<file path="src/design/sprite_dma_defines.svh">
// sprite DMA board constants
// raster geometry, pixel clock divide and sprite bank count
`ifndef SPRITE_DMA_DEFINES_SVH
`define SPRITE_DMA_DEFINES_SVH

`define PXL_DIV  2   // clk cycles per pixel enable

// horizontal raster in pixel enables, blank covers the tail of the line
`define H_TOTAL  64
`define H_BLANK  16

// vertical raster in lines, vertical blank sits at the end of the frame
`define V_TOTAL  80
`define V_BLANK  16

`define BANKS    4   // sprite attribute banks filled by one DMA

`endif

</file>
<file path="src/design/video_pkg.sv">
// raster timing types
// shared by the timing generator, the DMA controller and the bus interface
package video_pkg;

    // phase inside a group of four pixels, the DMA sequences its
    // request, strobe and count steps on it
    typedef logic [1:0] h_phase_t;

    // pixel position inside one line, sized for 64 pixel enables
    typedef logic [5:0] pxl_cnt_t;

    // line position inside one frame, sized for 80 lines
    typedef logic [6:0] line_cnt_t;

    // the low bits of the pixel count double as the phase so the
    // line length must stay a multiple of four

endpackage

</file>
<file path="src/design/video_timing.sv">
// video timing generator
// divides clk to the pixel enable and decodes phase and both blanks
`include "sprite_dma_defines.svh"

module video_timing (
    input  logic                clk,
    input  logic                rst_n,
    output logic                pxl_cen,
    output video_pkg::h_phase_t h,
    output logic                hbd_n,
    output logic                vb
);
    import video_pkg::*;

    localparam int DIV_W = $clog2(`PXL_DIV);

    logic [DIV_W-1:0] div_cnt;   // clk position inside one pixel period
    pxl_cnt_t         pxl_cnt;   // pixel inside the current line
    line_cnt_t        line_cnt;  // line inside the current frame

    // pixel enable fires on the last clk of each divide period
    always_ff @(posedge clk or negedge rst_n) begin
        if (!rst_n) begin
            div_cnt <= '0;
        end else if (pxl_cen) begin
            div_cnt <= '0;  // start the next pixel period
        end else begin
            div_cnt <= div_cnt + DIV_W'(1);
        end
    end

    assign pxl_cen = (div_cnt == DIV_W'(`PXL_DIV - 1));

    // raster counters only move on the pixel enable
    always_ff @(posedge clk or negedge rst_n) begin
        if (!rst_n) begin
            pxl_cnt  <= '0;
            line_cnt <= '0;
        end else if (pxl_cen) begin
            if (pxl_cnt == pxl_cnt_t'(`H_TOTAL - 1)) begin
                pxl_cnt <= '0;
                if (line_cnt == line_cnt_t'(`V_TOTAL - 1)) begin
                    line_cnt <= '0;  // frame wraps
                end else begin
                    line_cnt <= line_cnt + 1'b1;
                end
            end else begin
                pxl_cnt <= pxl_cnt + 1'b1;
            end
        end
    end

    // the phase is just the low two pixel bits so it steps once per enable
    assign h = pxl_cnt[1:0];

    assign hbd_n = (pxl_cnt < pxl_cnt_t'(`H_TOTAL - `H_BLANK));   // low over the last pixels
    assign vb    = (line_cnt >= line_cnt_t'(`V_TOTAL - `V_BLANK)); // high over the last lines

endmodule

</file>
<file path="config.mk">
export PLATFORM = sky130hd
export DESIGN_NAME = video_timing
export DESIGN_NICKNAME = d
export VERILOG_FILES = /design/src/design/video_pkg.sv /design/src/design/video_timing.sv
export VERILOG_INCLUDE_DIRS = /design/src /design/src/design
export SDC_FILE = /design/constraint.sdc
export NUM_CORES = 1
export LEC_CHECK = 0
export BUFFER_PORTS_ARGS = -buffer_cell sky130_fd_sc_hd__buf_2
export CORE_MARGIN = 5
export CORE_UTILIZATION = 45
export CTS_BUF_LIST = sky130_fd_sc_hd__clkbuf_16
export CTS_CLUSTER_DIAMETER = 120
export CTS_CLUSTER_SIZE = 14
export DETAILED_ROUTE_END_ITERATION = 12
export GPL_ROUTABILITY_DRIVEN = 0
export PLACE_DENSITY_LB_ADDON = 0.25
export SLEW_MARGIN = 0
export SYNTH_ARGS = -nofsm -noshare
export SYNTH_HDL_FRONTEND = slang
export SYNTH_SLANG_ARGS = --single-unit
</file>
<file path="constraint.sdc">
create_clock -name clk -period 1.7 [get_ports clk]
set_input_delay 0.17 -clock clk [delete_from_list [all_inputs] [get_ports clk]]
set_output_delay 0.17 -clock clk [all_outputs]
set_load 0.02 [all_outputs]
</file>
Word-level counts from Yosys, hierarchy flattened
Index checks and enable logic that the tools add are counted.

word-level totals
  word-level logic and storage cells = 14
  register bits = 14

cells by class
  mux-type cells = 3
  order comparisons = 2
  equal/unequal tests = 2
  reductions and logical operators = 1
  $add $sub $neg = 3

operators with widths
  kind                                                            count
  7-bit by 1-bit adder with 7-bit output (second input constant)  1
  7-bit == test (second input constant)                           1
  7-bit greater-or-equal comparator (second input constant)       1
  7-bit two-way mux                                               1
  6-bit by 1-bit adder with 6-bit output (second input constant)  1
  6-bit == test (second input constant)                           1
  6-bit less-than comparator (second input constant)              1
  6-bit two-way mux                                               1
  2-bit AND reduction                                             1
  1-bit adder (second input constant)                             1
  1-bit two-way mux                                               1

Depth between registers and ports, before layout
Gate-level depths: netlist of the first run.

  word-level depth = 2
  depth in mapped cells = 4
  gate-level depth less buffers = 4

Worst setup path after synthesis of the first run
No wires, ideal clock.

  path type = flip-flop to flip-flop
  start = register pxl_cnt[0]
  end = register line_cnt[1]
  setup slack = 0.234 ns
  clock period less this slack = 1.466 ns
  stages on the path, launching flop included = 5
  setup time = 0.125 ns
  buffers on the path = 0
  arrival = 1.341 ns
  path through = dfrtp_1 ha_1 nand4_4 or2_4 mux2_4

between the ends
  longest elaborated chain between the ends = 2

ends and longest elaborated chain
  item                                  line                text
  start, declared                       video_timing.sv:18  pxl_cnt_t pxl_cnt;
  start signal, assigned                video_timing.sv:48  pxl_cnt <= pxl_cnt + 1'b1;
  6-bit == test                         video_timing.sv:40  if (pxl_cnt == pxl_cnt_t'(`H_TOTAL - 1)) begin
  2-bit AND reduction (no source line)  n/a
  end signal, assigned                  video_timing.sv:45  line_cnt <= line_cnt + 1'b1;
  end, declared                         video_timing.sv:19  line_cnt_t line_cnt;

No other way between the ends.
A chain may end at the register's enable or synchronous reset.

Final worst setup path of the first run
  start = register pxl_cnt[0]
  end = register line_cnt[4]

Same word-level chain as after synthesis.

==> impl_metrics.yaml, run 1 <==
worst_setup_path:
  worst-setup-path-type: "register to register"
  ff2ff_path_depth: 4
  reg2reg_to: "line_cnt[4]$_DFFE_PN0P_"
  path_buf_inv: 0
  cpLargestDelayFamily: "simple AND/OR/NAND/NOR gates"
  arrival_ps: 1710
  cp-startpoint: "pxl_cnt[0]$_DFFE_PN0P_"
  start_kind: "register"
  critical_path_cell_count: 4
  crit_fanout: 10
  path_cells: "ha_1 > nand4_4 > nor3_1 > mux2_2"
  worstSetupEndpoint: "line_cnt[4]$_DFFE_PN0P_"
  end_kind: "register"
  crit-reg2reg-launch: "pxl_cnt[0]$_DFFE_PN0P_"
  required_ps: 1820
  cpPeakStageDelay_ps: 420
  cp_slowest_cell: "dfrtp_1"
  r2r_slack_ps: 120
yosys:
  synthCells: 74
  synth_cell_types: 35
  avgSynthCellArea_um2: 10.5
  synth_nets: 79
  synth_common_cells: "dfrtp_1, inv_1, nand2_1"
  synthArstFlopShare_pct: 100
  ys_seq_area_share_pct: 45.0
  synth_most_common_cell: "dfrtp_1"
  synth_top_cell_area_share_pct: 45.0
  ys.flop_type: "dfrtp_1"
  synth_top_cell_by_area: "dfrtp_1"
  synthTopCellsByArea: "dfrtp_1, ha_1, inv_1"
  yosysWarningCount: 0
  synth-edff-count: 0
  yosys_register_bits: 14
  netlist_area_um2: 778
sta:
  fin_worst_skew_ps: 1.42
  slew_viol_final: 0
  hold_ws_ps: 362
  finalSetupViolCount: 0
  rsz0062_at_grt: "no"
  slew_headroom_pct: 74.7
  period_share_pct: 93.0
  min_period_ps: 1580
  hold_viol: 0
  fin_tns_setup_ps: 0
  tightest_slew_ps: 370
  fmax_mhz: 633
final_layout:
  diodes: 0
  drive_gt1_share_pct: 25.6
  syn2layout_area_growth_pct: 16.6
  final_util_pct: 53.7
  fill_cells: 155
  fin_nets: 89
  design_area_um2: 907
drt:
  viasPerCell: 5.70
  routed_wl_um: 1340
  drtAntennaViolNets: 0
  vias: 564
  first_iter_violations: 14
  wire_per_inst_um: 13.5
  drt_first_pass_iters: 4
  drc_errors: 0
placement:
  portBuffers: 6
  dp_hpwl_um: 935
  place_area_um2: 815
clock_network:
  cts_tree: "yes"
  clkSinkCount: 14
  cts-root-buf: "clkbuf_16"
  insertion_delay_ps: 240
  cts_buffer_depth: 2
  cts_max_level: 1
  cts_setup_buffers: 0
  numCtsBuffers: 3
  path_clk_slew_ps: 50
pwr:
  ir_drop_mv: 0.809
  leakage_nw: 0.404
  power_density_nw_per_um2: 862
grt:
  antenna_found_initial: 0
  grt_pass1_wl_um: 2290
  grt_util_all_layers_pct: 12.3
  grt_start_max_net_pins: 15
  grt_remaining_overflow: 0
  grt_pass1_vias: 514
worst_hold_path:
  hold_class: "input port to asynchronous set/reset pin"
floorplanning:
  die-area_um2: 2660
  row_count: 15
  die_x_um: 51.6
  die_h_um: 51.6
  core_um2: 1690
  num_io_pins: 7
  initial_core_util_pct: 46.1
status:
  status: "completed"
run:
  max_cap_violations: 0
-- stage by stage --
stage | instances | worst slack, ps | power (W)
global placement | 95 | 175 | 0.000347
finish | 99 | 120 | 0.000782
detailed placement | 95 | 137 | 0.000347
floorplan | 74 | 234 | 0.000339
global route | 99 | 0.977 | 0.000812
CTS | 99 | 109 | 0.000792
-- worst register-to-register path: stages, from the launching register on --
cell and delay [ps]:
dfrtp_1 420, ha_1 260, nand4_4 190, nor3_1 230, mux2_2 350
-- worst min path at each step --
stage	start	endpoint	slack, ps	cells after the start
detailed placement	rst_n	pxl_cnt[4]$_DFFE_PN0P_	90	1
finish	rst_n	pxl_cnt[2]$_DFFE_PN0P_	360	2
global placement	rst_n	pxl_cnt[4]$_DFFE_PN0P_	90	1
floorplan	rst_n	line_cnt[0]$_DFFE_PN0P_	-130	0
global route	rst_n	pxl_cnt[5]$_DFFE_PN0P_	390	2
CTS	rst_n	pxl_cnt[4]$_DFFE_PN0P_	360	2
-- kinds of logic after synthesis --
group | after synthesis | share of synthesized area (%)
and+or+nand+nor | 25 | 20.7
xor gates and xnor gates | 4 | 4.50
DFF | 14 | 45.0
adders and majority gates | 3 | 4.82
AOI/OAI and AO/OA | 13 | 12.4
muxes | 3 | 4.82
buffers and inverters | 12 | 7.72
-- power breakdown --
| group | internal [W] | switching (W) | leakage (nW) |
|---|---|---|---|
| Sequential | 0.000334 | 0 | 0.181 |
| Combinational | 0.00000234 | 0.00000661 | 0.186 |
| Clock | 0.000307 | 0.000131 | 0.0370 |
| Total | 0.000644 | 0.000138 | 0.404 |
-- layer usage --
metal	routed length (µm)	vias to the layer above	global-route usage, %	share of wire (%)
li1	-	284	-	-
met1	681	267	15.5	51
met2	550	8	16.5	41
met3	57	5	4.30	4.3
met4	51	0	10.5	3.8
met5	0	-	0	0
-- cell usage in the layout (no fill, tap or decap), types with 2 or more instances in the layout --
master	count
a21oi_1	2
and4_2	2
nand2_1	5
nand3_1	3
buf_4	2
clkbuf_16	3
ha_1	3
nand4_1	2
nor3_1	4
o21ai_0	2
inv_1	7
buf_2	6
mux2_2	2
dfrtp_1	14
xnor2_1	3
-- final cells by class --
class	instances	area, µm²	area share, %
Clock buffer	3	75.1	8.28
Inverter	8	30.0	3.31
Multi-Input combinational cell	48	375	41.4
Sequential cell	14	350	38.6
Tap cell	17	21.3	2.34
Timing Repair Buffer	9	55.1	6.07
-- what timing repair did --
item                                   CTS  global route
hold buffers                             1             0
resized for setup                        0             1
endpoints found under the hold margin   14             0
setup endpoints to repair                0             1
-- sequential cells by signal, summed over array words and instances (netlist names) --
register	cells
line_cnt	7
pxl_cen	1
pxl_cnt	6
Note: power is estimated with default switching activity, not from simulation.
==> run 2, diff against run 1 <==
- PLACE_DENSITY: not set -> 0.64
- PLACE_DENSITY_LB_ADDON: 0.25 -> not set
==> impl_metrics.yaml, run 2 (same netlist as run 1, synthesis figures left out) <==
grt:
  grt_pass1_wl_um: 2300
  antenna_found_initial: 0
  grt_pass1_vias: 508
  grt_util_all_layers_pct: 11.9
  grt_remaining_overflow: 0
  grt_start_max_net_pins: 15
drt:
  drtAntennaViolNets: 0
  routed_wl_um: 1310
  drc_errors: 0
  wire_per_inst_um: 13.2
  viasPerCell: 5.53
  first_iter_violations: 19
  drt_first_pass_iters: 4
  vias: 547
clock_network:
  cts_max_level: 1
  cts_tree: "yes"
  clkSinkCount: 14
  numCtsBuffers: 3
  cts-root-buf: "clkbuf_16"
  insertion_delay_ps: 240
  path_clk_slew_ps: 50
  cts_buffer_depth: 2
worst_setup_path:
  cp-startpoint: "pxl_cnt[0]$_DFFE_PN0P_"
  crit_fanout: 10
  end_kind: "register"
  cpPeakStageDelay_ps: 420
  reg2reg_to: "line_cnt[1]$_DFFE_PN0P_"
  start_kind: "register"
  crit-reg2reg-launch: "pxl_cnt[0]$_DFFE_PN0P_"
  path_cells: "ha_2 > nand4_4 > or2_4 > mux2_4"
  required_ps: 1820
  arrival_ps: 1680
  ff2ff_path_depth: 4
  worst-setup-path-type: "register to register"
  cp_slowest_cell: "dfrtp_1"
  r2r_slack_ps: 140
  worstSetupEndpoint: "line_cnt[1]$_DFFE_PN0P_"
final_layout:
  final_cell_mix: "dfrtp_1, inv_1, buf_2"
  top_register: "line_cnt"
  fin_nets: 89
  largest_reg_flops: 7
  drive_gt1_share_pct: 25.6
  final_util_pct: 53.4
  syn2layout_area_growth_pct: 15.9
  final_common_cell: "dfrtp_1"
  diodes: 0
status:
  status: "completed"
sta:
  min_period_ps: 1560
  slew_headroom_pct: 72.7
  period_share_pct: 91.7
  slew_viol_final: 0
  finalSetupViolCount: 0
  fmax_mhz: 642
  hold_viol: 0
  rsz0062_at_grt: "no"
  fin_worst_skew_ps: 2.41
  fin_tns_setup_ps: 0
  tightest_slew_ps: 399
floorplanning:
  core_um2: 1690
  row_count: 15
  die-area_um2: 2660
  num_io_pins: 7
  die_h_um: 51.6
  initial_core_util_pct: 46.1
  die_x_um: 51.6
pwr:
  power_frac_clock_pct: 55.8
  leakage_nw: 0.401
  switching_share_pct: 17.1
  seqPwrFrac_pct: 43.1
  p_int_w: 0.000644
  power_density_nw_per_um2: 860
  power_switching_w: 0.000132
  ir_drop_mv: 0.561
  comb_power_share_pct: 1.1
placement:
  portBuffers: 6
  dp_hpwl_um: 941
run:
  max_cap_violations: 0
worst_hold_path:
  hold_class: "input port to asynchronous set/reset pin"
==> run 2: cell type report <==
| class | instances | area [µm²] |
|---|---|---|
| fillers | 159 | 787 |
| multi-input cells | 48 | 370 |
| flip-flops and latches | 14 | 350 |
| clock buffers | 3 | 75.1 |
| repair buffers | 9 | 55.1 |
| inverters | 8 | 30.0 |
| well taps | 17 | 21.3 |
==> run 2: how the worst min path moves through the flow <==
stage	to	slack, ps	cells after the start
after floorplan	line_cnt[0]$_DFFE_PN0P_	-130	0
after global placement	pxl_cnt[2]$_DFFE_PN0P_	80	1
after detailed placement	pxl_cnt[4]$_DFFE_PN0P_	80	1
after CTS	pxl_cnt[4]$_DFFE_PN0P_	370	2
after global routing	pxl_cnt[4]$_DFFE_PN0P_	400	2
final	pxl_cnt[4]$_DFFE_PN0P_	350	2
==> run 2: per-stage QoR <==
step           total power [W]  instances  instance area, µm²  worst slack, ps  hold slack, ps
2_1_floorplan         0.000339         74                 778              234            -126
3_3_place_gp          0.000347         95                 815              170            83.0
3_5_place_dp          0.000347         95                 815              130            82.4
4_1_cts               0.000785         99                 900              116             367
5_1_grt               0.000807         99                 902             30.3             397
6_report              0.000776         99                 902              142             351
==> run 2: power by group through the flow <==
stage	clock network, W	logic [W]	registers (W)
3_3_place_gp	0	0.00000766	0.000339
2_1_floorplan	0	0.000000000165	0.000339
4_1_cts	0.000441	0.00000940	0.000334
5_1_grt	0.000462	0.0000110	0.000334
3_5_place_dp	0	0.00000763	0.000339
6_report	0.000433	0.00000860	0.000334
==> run 2: critical path: cells and delay by family (launching register included) <==
kind	cells	cell delay (ps)
and+or+nand+nor	2	470
DFF	1	420
adders and majority gates	1	250
muxes	1	300
==> run 2: metal layers <==
layer  vias up  GRT usage [%]  share of wire, %  routed length, µm
met5         -              0                 0                  0
met3         2           2.58               3.7                 48
met4         0           7.86              0.99                 13
met2        10           16.1                44                575
li1        283              -                 -                  -
met1       252           16.8                51                672
==> run 2: repair_timing <==
| action | CTS | global route |
|---|---|---|
| setup buffers | 0 | 0 |
| hold buffers | 1 | 0 |
| resized for setup | 0 | 1 |
| setup endpoints to repair | 0 | 1 |
| endpoints found under the hold margin | 14 | 0 |
